## config.mk

```make
export PLATFORM = sky130hd
export DESIGN_NAME = trap_unit
export DESIGN_NICKNAME = d
export VERILOG_FILES = /design/src/common/trap_pkg.sv /design/src/csr/machine_csr_file.sv /design/src/hw/irq_arbiter.sv /design/src/hw/trap_dispatch.sv /design/src/hw/trap_unit.sv
export SDC_FILE = /design/constraint.sdc
export NUM_CORES = 1
export LEC_CHECK = 0
export BUFFER_PORTS_ARGS = -buffer_cell sky130_fd_sc_hd__buf_2
export CAP_MARGIN = 20
export CORE_MARGIN = 5
export CORE_UTILIZATION = 56
export CTS_CLUSTER_SIZE = 12
export DETAILED_ROUTE_END_ITERATION = 12
export PLACE_DENSITY = 0.87
export SETUP_SLACK_MARGIN = 0.2
export SLEW_MARGIN = 15
export SYNTH_ARGS = -nofsm -noshare
export SYNTH_HDL_FRONTEND = slang
export SYNTH_SLANG_ARGS = --single-unit
```

## constraint.sdc

```tcl
create_clock -name clk -period 5.38 [get_ports clk]
set_input_delay 1.076 -clock clk [delete_from_list [all_inputs] [get_ports clk]]
set_output_delay 1.076 -clock clk [all_outputs]
set_load 0.005 [all_outputs]
```

## src/common/trap_pkg.sv

```systemverilog
// Package with CSR addresses, widths, constant CSR values and trap unit structs.
package trap_pkg;

    // Data word, used for CSR data and interrupt vectors.
    typedef logic [31:0] xlen_t;
    // CSR address space.
    typedef logic [11:0] csr_addr_t;
    // Halfword program counter, bits 31 to 1.
    typedef logic [31:1] pc_t;
    // Word-aligned trap vector, bits 31 to 2.
    typedef logic [31:2] tvec_t;
    // Trap or interrupt number.
    typedef logic [4:0]  cause_t;

    // Machine trap setup.
    localparam csr_addr_t CSR_MSTATUS    = 12'h300;
    localparam csr_addr_t CSR_MISA       = 12'h301;
    localparam csr_addr_t CSR_MEDELEG    = 12'h302;
    localparam csr_addr_t CSR_MIDELEG    = 12'h303;
    localparam csr_addr_t CSR_MIE        = 12'h304;
    localparam csr_addr_t CSR_MTVEC      = 12'h305;
    localparam csr_addr_t CSR_MSTATUSH   = 12'h310;
    // Machine trap handling.
    localparam csr_addr_t CSR_MSCRATCH   = 12'h340;
    localparam csr_addr_t CSR_MEPC       = 12'h341;
    localparam csr_addr_t CSR_MCAUSE     = 12'h342;
    localparam csr_addr_t CSR_MTVAL      = 12'h343;
    localparam csr_addr_t CSR_MIP        = 12'h344;
    // Machine information, read-only.
    localparam csr_addr_t CSR_MVENDORID  = 12'hf11;
    localparam csr_addr_t CSR_MARCHID    = 12'hf12;
    localparam csr_addr_t CSR_MIPID      = 12'hf13;
    localparam csr_addr_t CSR_MHARTID    = 12'hf14;
    localparam csr_addr_t CSR_MCONFIGPTR = 12'hf15;

    // MXL 32 with A, C, I and M.
    localparam xlen_t MISA_VALUE    = 32'h4000_1105;
    // Architecture ID of the core family.
    localparam xlen_t MARCHID_VALUE = 32'd37;
    // Single hart.
    localparam xlen_t HART_ID       = 32'd0;

    // Divider latency in cycles, reported in mipid.
    localparam logic [5:0] DIV_LATENCY = 6'd2;

    // Implementation ID.
    // Bit 31 fork flag, 23:22 fusion flags, 21:16 divider latency.
    // Bits 15:8 major, 7:4 minor, 3:0 patch.
    localparam xlen_t MIPID_VALUE = {
        1'b0,
        7'd0,
        1'b0,
        1'b0,
        DIV_LATENCY,
        8'd2,
        4'd0,
        4'd0
    };

    // Bit positions in mstatus.
    localparam int MSTATUS_MIE_BIT  = 3;
    localparam int MSTATUS_MPIE_BIT = 7;
    // Previous privilege is always machine mode.
    localparam logic [1:0] MSTATUS_MPP = 2'd3;

    // Interrupt numbers.
    localparam cause_t TIMER_IRQ  = 5'd7;
    // First of the 16 external lines.
    localparam cause_t EXT_IRQ_LO = 5'd16;

    // Edges of stable global enable before an interrupt can fire.
    localparam int MIE_SETTLE = 2;

    // CSR access from the pipeline.
    typedef struct packed {
        csr_addr_t addr;
        logic      we;
        xlen_t     wdata;
    } csr_req_t;

    // CSR read port result.
    typedef struct packed {
        logic  exists;
        logic  rdonly;
        xlen_t rdata;
    } csr_rsp_t;

    // Trap raised by the pipeline.
    typedef struct packed {
        logic   valid;
        cause_t cause;
        pc_t    epc;
    } trap_req_t;

    // Exception event after dispatch.
    typedef struct packed {
        logic   is_irq;
        logic   is_trap;
        cause_t cause;
        pc_t    epc;
    } exc_event_t;

endpackage

```

## src/csr/machine_csr_file.sv

```systemverilog
// Machine CSR storage, read mux, write decode, trap entry and MRET.
`timescale 1ns/1ps

module machine_csr_file (
    input  logic                    clk,
    input  logic                    rst,
    // CSR read and write port.
    input  trap_pkg::csr_req_t      csr_req,
    // Dispatched exception event.
    input  trap_pkg::exc_event_t    exc,
    // MRET retires this cycle.
    input  logic                    mret,
    // Latched interrupt lines.
    input  trap_pkg::xlen_t         pending,
    // Read result for csr_req.addr.
    output trap_pkg::csr_rsp_t      csr_rsp,
    // Per-interrupt enables.
    output trap_pkg::xlen_t         mie_vec,
    // Global interrupt enable.
    output logic                    status_mie,
    // Trap vector.
    output trap_pkg::tvec_t         exc_tvec,
    // MRET return address.
    output trap_pkg::pc_t           ret_epc
);

    // mstatus MIE.
    logic status_mie_q;
    // mstatus MPIE.
    logic status_mpie_q;
    // mie register.
    trap_pkg::xlen_t mie_q;
    // mtvec, word aligned, direct mode only.
    trap_pkg::tvec_t mtvec_q;
    // mscratch.
    trap_pkg::xlen_t mscratch_q;
    // mepc, halfword aligned.
    trap_pkg::pc_t mepc_q;
    // mcause interrupt flag.
    logic mcause_int_q;
    // mcause number.
    trap_pkg::cause_t mcause_no_q;

    // Assembled read values.
    trap_pkg::xlen_t mstatus_val;
    trap_pkg::xlen_t mcause_val;
    trap_pkg::xlen_t mip_val;
    // Trap entry this cycle.
    logic trap_entry;

    assign trap_entry = exc.is_irq | exc.is_trap;

    // mstatus holds only MIE, MPIE and a fixed MPP.
    always_comb begin
        mstatus_val = '0;
        mstatus_val[trap_pkg::MSTATUS_MIE_BIT]  = status_mie_q;
        mstatus_val[trap_pkg::MSTATUS_MPIE_BIT] = status_mpie_q;
        // MPP sits at bits 12:11.
        mstatus_val[12:11] = trap_pkg::MSTATUS_MPP;
    end

    // Interrupt flag in bit 31, number in the low bits.
    assign mcause_val = {mcause_int_q, 26'd0, mcause_no_q};

    // Only enabled lines show as pending.
    assign mip_val = pending & mie_q;

    // Read mux.
    always_comb begin
        csr_rsp.exists = 1'b1;
        csr_rsp.rdonly = 1'b0;
        csr_rsp.rdata  = '0;
        case (csr_req.addr)
            trap_pkg::CSR_MSTATUS: begin
                csr_rsp.rdata = mstatus_val;
            end
            trap_pkg::CSR_MISA: begin
                // Fixed, writes are ignored.
                csr_rsp.rdata = trap_pkg::MISA_VALUE;
            end
            trap_pkg::CSR_MEDELEG,
            trap_pkg::CSR_MIDELEG,
            trap_pkg::CSR_MSTATUSH,
            trap_pkg::CSR_MTVAL: begin
                // No delegation, no trap value.
                csr_rsp.rdata = '0;
            end
            trap_pkg::CSR_MIE: begin
                csr_rsp.rdata = mie_q;
            end
            trap_pkg::CSR_MTVEC: begin
                csr_rsp.rdata = {mtvec_q, 2'b00};
            end
            trap_pkg::CSR_MSCRATCH: begin
                csr_rsp.rdata = mscratch_q;
            end
            trap_pkg::CSR_MEPC: begin
                csr_rsp.rdata = {mepc_q, 1'b0};
            end
            trap_pkg::CSR_MCAUSE: begin
                csr_rsp.rdata = mcause_val;
            end
            trap_pkg::CSR_MIP: begin
                csr_rsp.rdata = mip_val;
            end
            trap_pkg::CSR_MVENDORID,
            trap_pkg::CSR_MCONFIGPTR: begin
                // Read-only zero.
                csr_rsp.rdonly = 1'b1;
            end
            trap_pkg::CSR_MARCHID: begin
                csr_rsp.rdonly = 1'b1;
                csr_rsp.rdata  = trap_pkg::MARCHID_VALUE;
            end
            trap_pkg::CSR_MIPID: begin
                csr_rsp.rdonly = 1'b1;
                csr_rsp.rdata  = trap_pkg::MIPID_VALUE;
            end
            trap_pkg::CSR_MHARTID: begin
                csr_rsp.rdonly = 1'b1;
                csr_rsp.rdata  = trap_pkg::HART_ID;
            end
            default: begin
                // Not implemented.
                csr_rsp.exists = 1'b0;
            end
        endcase
    end

    // Update priority: trap entry, then CSR write, then MRET.
    always_ff @(posedge clk) begin
        if (rst) begin
            status_mie_q  <= 1'b0;
            status_mpie_q <= 1'b0;
            mie_q         <= '0;
            mtvec_q       <= '0;
            mscratch_q    <= '0;
            mepc_q        <= '0;
            mcause_int_q  <= 1'b0;
            mcause_no_q   <= '0;
        end else if (trap_entry) begin
            // Save and disable the global enable.
            status_mpie_q <= status_mie_q;
            status_mie_q  <= 1'b0;
            mepc_q        <= exc.epc;
            mcause_int_q  <= exc.is_irq;
            mcause_no_q   <= exc.cause;
        end else if (csr_req.we) begin
            // Read-only and fixed CSRs fall to default.
            case (csr_req.addr)
                trap_pkg::CSR_MSTATUS: begin
                    status_mie_q  <= csr_req.wdata[trap_pkg::MSTATUS_MIE_BIT];
                    status_mpie_q <= csr_req.wdata[trap_pkg::MSTATUS_MPIE_BIT];
                end
                trap_pkg::CSR_MIE: begin
                    mie_q <= csr_req.wdata;
                end
                trap_pkg::CSR_MTVEC: begin
                    // Low two bits dropped.
                    mtvec_q <= csr_req.wdata[31:2];
                end
                trap_pkg::CSR_MSCRATCH: begin
                    mscratch_q <= csr_req.wdata;
                end
                trap_pkg::CSR_MEPC: begin
                    // Bit 0 dropped.
                    mepc_q <= csr_req.wdata[31:1];
                end
                trap_pkg::CSR_MCAUSE: begin
                    mcause_int_q <= csr_req.wdata[31];
                    mcause_no_q  <= csr_req.wdata[4:0];
                end
                default: begin
                end
            endcase
        end else if (mret) begin
            // Restore the global enable.
            status_mie_q <= status_mpie_q;
        end
    end

    assign mie_vec    = mie_q;
    assign status_mie = status_mie_q;
    // Direct mode, every trap goes to the base.
    assign exc_tvec   = mtvec_q;
    assign ret_epc    = mepc_q;

endmodule

```

## src/hw/irq_arbiter.sv

```systemverilog
// Interrupt line sampling, masking, priority selection and enable settling.
`timescale 1ns/1ps

module irq_arbiter (
    input  logic                clk,
    input  logic                rst,
    // External interrupt lines 16 to 31.
    input  logic [15:0]         ext_irq,
    // Machine timer interrupt level.
    input  logic                timer_irq,
    // Per-interrupt enables from mie.
    input  trap_pkg::xlen_t     mie_vec,
    // Global interrupt enable from mstatus.
    input  logic                status_mie,
    // Latched pending vector, feeds mip.
    output trap_pkg::xlen_t     pending,
    // An enabled interrupt is waiting.
    output logic                irq_req,
    // Number of the winning interrupt.
    output trap_pkg::cause_t    irq_cause
);

    // Interrupt lines placed at their architectural positions.
    trap_pkg::xlen_t irq_lines;
    // Pending and enabled.
    trap_pkg::xlen_t masked;
    // History of the global enable.
    logic [trap_pkg::MIE_SETTLE-1:0] mie_hist;
    // Global enable stable long enough.
    logic irq_en;

    // Map lines into the 32-bit vector.
    always_comb begin
        irq_lines = '0;
        irq_lines[trap_pkg::TIMER_IRQ] = timer_irq;
        irq_lines[trap_pkg::EXT_IRQ_LO +: 16] = ext_irq;
    end

    // One register stage on all lines.
    always_ff @(posedge clk) begin
        if (rst) begin
            pending <= '0;
        end else begin
            pending <= irq_lines;
        end
    end

    assign masked = pending & mie_vec;

    // Lowest-numbered line wins.
    // Walk downward so the last hit is the lowest.
    always_comb begin
        irq_cause = '0;
        for (int i = $bits(trap_pkg::xlen_t) - 1; i >= 0; i--) begin
            if (masked[i]) begin
                irq_cause = trap_pkg::cause_t'(i);
            end
        end
    end

    // Shift in the global enable every edge.
    always_ff @(posedge clk) begin
        if (rst) begin
            mie_hist <= '0;
        end else begin
            mie_hist <= (mie_hist << 1) | status_mie;
        end
    end

    // Needs MIE now and at each of the last MIE_SETTLE edges.
    // Keeps a fresh MRET or CSR write from firing at once.
    assign irq_en = (&mie_hist) && status_mie;

    // Cause 0 never requests.
    assign irq_req = (irq_cause != '0) && irq_en;

endmodule

```

## src/hw/trap_dispatch.sv

```systemverilog
// Exception dispatch between a pending interrupt and a pipeline trap.
`timescale 1ns/1ps

module trap_dispatch (
    // Enabled interrupt from the arbiter.
    input  logic                    irq_req,
    // Its interrupt number.
    input  trap_pkg::cause_t        irq_cause,
    // An instruction completes this cycle.
    input  logic                    retire,
    // Trap from the pipeline.
    input  trap_pkg::trap_req_t     trap_req,
    // Event to the CSR file.
    output trap_pkg::exc_event_t    exc,
    // Redirect to the trap vector.
    output logic                    exception
);

    // Interrupt needs a retiring instruction to attach to.
    logic take_irq;

    assign take_irq = irq_req && retire;

    always_comb begin
        exc = '0;
        // EPC of the trapping or retiring instruction.
        exc.epc = trap_req.epc;
        if (take_irq) begin
            // Interrupt beats a trap in the same cycle.
            exc.is_irq = 1'b1;
            exc.cause  = irq_cause;
        end else if (trap_req.valid) begin
            // Synchronous trap from the pipeline.
            exc.is_trap = 1'b1;
            exc.cause   = trap_req.cause;
        end
    end

    // Combinational, same cycle as the request.
    assign exception = exc.is_irq | exc.is_trap;

endmodule

```

## src/hw/trap_unit.sv

```systemverilog
// Top level of the machine trap unit joining arbiter, CSR file and dispatch.
`timescale 1ns/1ps

module trap_unit (
    input  logic                    clk,
    input  logic                    rst,
    // CSR access from the pipeline.
    input  trap_pkg::csr_req_t      csr_req,
    // Trap from the pipeline.
    input  trap_pkg::trap_req_t     trap_req,
    // MRET strobe.
    input  logic                    mret,
    // Instruction completes this cycle.
    input  logic                    retire,
    // External interrupt lines 16 to 31.
    input  logic [15:0]             ext_irq,
    // Machine timer interrupt level.
    input  logic                    timer_irq,
    // CSR read result.
    output trap_pkg::csr_rsp_t      csr_rsp,
    // Redirect to the trap vector.
    output logic                    exception,
    // Trap vector.
    output trap_pkg::tvec_t         exc_tvec,
    // MRET return address.
    output trap_pkg::pc_t           ret_epc
);

    // Enables from the CSR file.
    trap_pkg::xlen_t      mie_vec;
    logic                 status_mie;
    // Latched interrupt lines.
    trap_pkg::xlen_t      pending;
    // Arbiter result.
    logic                 irq_req;
    trap_pkg::cause_t     irq_cause;
    // Dispatched event.
    trap_pkg::exc_event_t exc;

    irq_arbiter irq_arbiter_i (
        .clk        (clk),
        .rst        (rst),
        .ext_irq    (ext_irq),
        .timer_irq  (timer_irq),
        .mie_vec    (mie_vec),
        .status_mie (status_mie),
        .pending    (pending),
        .irq_req    (irq_req),
        .irq_cause  (irq_cause)
    );

    machine_csr_file machine_csr_file_i (
        .clk        (clk),
        .rst        (rst),
        .csr_req    (csr_req),
        .exc        (exc),
        .mret       (mret),
        .pending    (pending),
        .csr_rsp    (csr_rsp),
        .mie_vec    (mie_vec),
        .status_mie (status_mie),
        .exc_tvec   (exc_tvec),
        .ret_epc    (ret_epc)
    );

    trap_dispatch trap_dispatch_i (
        .irq_req    (irq_req),
        .irq_cause  (irq_cause),
        .retire     (retire),
        .trap_req   (trap_req),
        .exc        (exc),
        .exception  (exception)
    );

endmodule

```

==> metrics.cfg <==
[logic_synthesis]
yosys.area.top_type = dfxtp_1
ys_top_cells_by_area = dfxtp_1 (43%), mux2i_1 (19%), nor2_1 (7.4%)
ys_seq_elements = 152
syn_area_um2 = 7028
synth_nets = 870
post-synth-top-count-cell = dfxtp_1
synth_ff_type = dfxtp_1
synthArstFlopShare_pct = 0
synth_common_cells = dfxtp_1 (152), nor2_1 (138), mux2i_1 (131), nand2_1 (35), clkbuf_1 (34)
yosys_warnings = 0
syn_inst = 767
synth_cell_types = 55
syn_area_per_cell_um2 = 9.163
synth_top_area_share_pct = 43.30
synth-edff-count = 0
synth_seq_area_share_pct = 43.30

[drt]
highest_layer = met5
via_count = 6627
via_per_inst = 5.854
wl_met3_um = 1589
drtIter0Drc = 624
routed_wl_um = 20760
wl_per_cell_um = 18.34
drc_errors = 0
antenna_left = 0
m1WireLength_um = 8952
wl_met2_um = 9646
drt_pre_antenna_iters = 10

[floorplanning]
die_y_um = 122.0
start_util_pct = 56.38
ios = 199
coreArea_um2 = 12470
dieArea_um2 = 14890
rows = 41
die_width_um = 122.0

[worst_hold_path]
min_from = irq_arbiter_i.mie_hist[0]$_SDFF_PP0_
holdPathStages = 1
hold_class = reg -> reg

[run_status]
status = completed

[finish]
nets = 1050
stdcell_count = 1132
n_fill_cell = 956
fin_util_pct = 70.24
syn_to_final_growth_pct = 24.59
finalInstanceArea_um2 = 8756
drive_gt1_share_pct = 27.53

[placed_design]
io_buffers = 198
place_area_um2 = 8119
dp_hpwl_um = 14490
place_congestion = 0.9039
dp.cells = 1100

[timing]
slew_viol_final = 0
tightest_slew_ns = 0.7241
finalHoldViolCount = 0
setup_viol = 0
relSlewSlack_pct = 51.57
rsz0062_at_grt = false
period_minus_slack_ns = 4.428
tns_ns = 0
skew_ns = 0.004797
fmax_mhz = 225.8
finalCritPeriodShare_pct = 82.31

[grt]
grt_usage_pct = 27.25
grt_pass1_vias = 6368
gr-total-overflow = 0
antenna_found_initial = 1
grt_pass1_wl_um = 32130
grt_start_max_net_pins = 66

[worst_setup_path]
start_kind = input pin
cp_top_family = simple AND/OR/NAND/NOR gates
cp_cell_sequence = buf_2, or4b_4, or4b_4, nor3b_4, buf_4, a22o_1, a221oi_1, o21ai_1, buf_2
worstPathBufferInverterCount = 3
criticalPathCategory = in -> out
crit_path_end_kind = primary output
crit_slowest_cell = or4b_4
rr_worst_depth = 7
cp_data_arrival_time_ns = 3.35
worst-path-stages = 9
ff2ff_setup_slack_ns = 2.76
cp_data_required_time_ns = 4.30
crit_fanout = 21
crit_start = csr_req[40]
critPathMaxStageDelay_ns = 0.61
timing.rr.start = irq_arbiter_i.pending[25]$_SDFF_PP0_

[clock_network]
clockBufferDepth = 2
clk_pin_slew_ns = 0.06
ctsHoldBuffers = 0
cts_root_buf = clkbuf_16
cts_buffers = 17
clock_latency_ns = 0.42
htreeDepth = 4
cts_tree = done
clkSinkCount = 152
post_cts_buffers = 0
cts-resized-gates = 0

[power]
powerDensity_nw_per_um2 = 295.5
p_total_mw = 2.587
p_leak_nw = 3.785
irDropWorstVdd_mv = 0.1857

[run]
drv_cap = 0

-- logic make-up after synthesis --
family / Yosys count / synth area share [%]
buffers and inverters: 76 / 5.038
and+or+nand+nor: 246 / 16.65
DFF: 152 / 43.30
AOI/OAI and AO/OA: 161 / 16.20
muxes: 132 / 18.82
-- layout make-up --
type                            instances  area [µm²]  share of cell area [%]
Tap cell                              172       215.2                   2.458
Clock inverter                          7       112.6                   1.286
Timing Repair Buffer                  216        1129                   12.89
Antenna cell                            1       2.502                 0.02858
Inverter                               21       78.83                  0.9003
Clock buffer                           24       521.8                   5.959
Multi-Input combinational cell        539        3654                   41.73
Sequential cell                       152        3043                   34.75
-- metrics by stage --
step           hold slack [ns]  setup WS (ns)
2_1_floorplan           0.4434          1.434
6_report                0.4771         0.9519
3_5_place_dp            0.4625         0.9651
4_1_cts                 0.4784         0.9610
5_1_grt                 0.5108         0.8629
3_3_place_gp            0.4600          1.000
-- report_power, final --
group	internal, mW	total [mW]	switching [mW]	leakage, nW
clock	0.812	1.26	0.444	0.314
sequential	1.15	1.17	0.0215	1.24
combinational	0.0679	0.158	0.0898	2.23
-- per-layer routing --
metal	vias up	track usage, %
met5	-	0
met1	3172	36.35
li1	3120	-
met3	45	5.385
met2	288	43.44
met4	2	11.06
-- worst paths after layout --
check / endpoint
worst max-delay path: csr_rsp[31]
worst min-delay path: irq_arbiter_i.mie_hist[1]$_SDFF_PP0_
worst max register to register: machine_csr_file_i.ret_epc[10]$_SDFFE_PP0P_
worst min register to register: irq_arbiter_i.mie_hist[1]$_SDFF_PP0_
-- placed cells by master (no fill, tap or decap), types with 21 or more instances in the layout --
cell type / Yosys / final
a211oi_1: 32 / 32
a21oi_1: 33 / 33
a22oi_1: 30 / 30
buf_2: 7 / 197
dfxtp_1: 152 / 152
mux2i_1: 131 / 131
nand2_1: 35 / 35
nor2_1: 138 / 135
nor2b_1: 21 / 21
-- registers in the layout, indices dropped and copies added, names as in the netlist, 2 cells and up --
| name | count |
|---|---|
| machine_csr_file_i.mie_vec | 32 |
| irq_arbiter_i.pending | 17 |
| machine_csr_file_i.exc_tvec | 30 |
| machine_csr_file_i.mcause_no_q | 5 |
| irq_arbiter_i.mie_hist | 2 |
| machine_csr_file_i.mscratch_q | 32 |
| machine_csr_file_i.ret_epc | 31 |
Power figures use the tool's default switching activity.
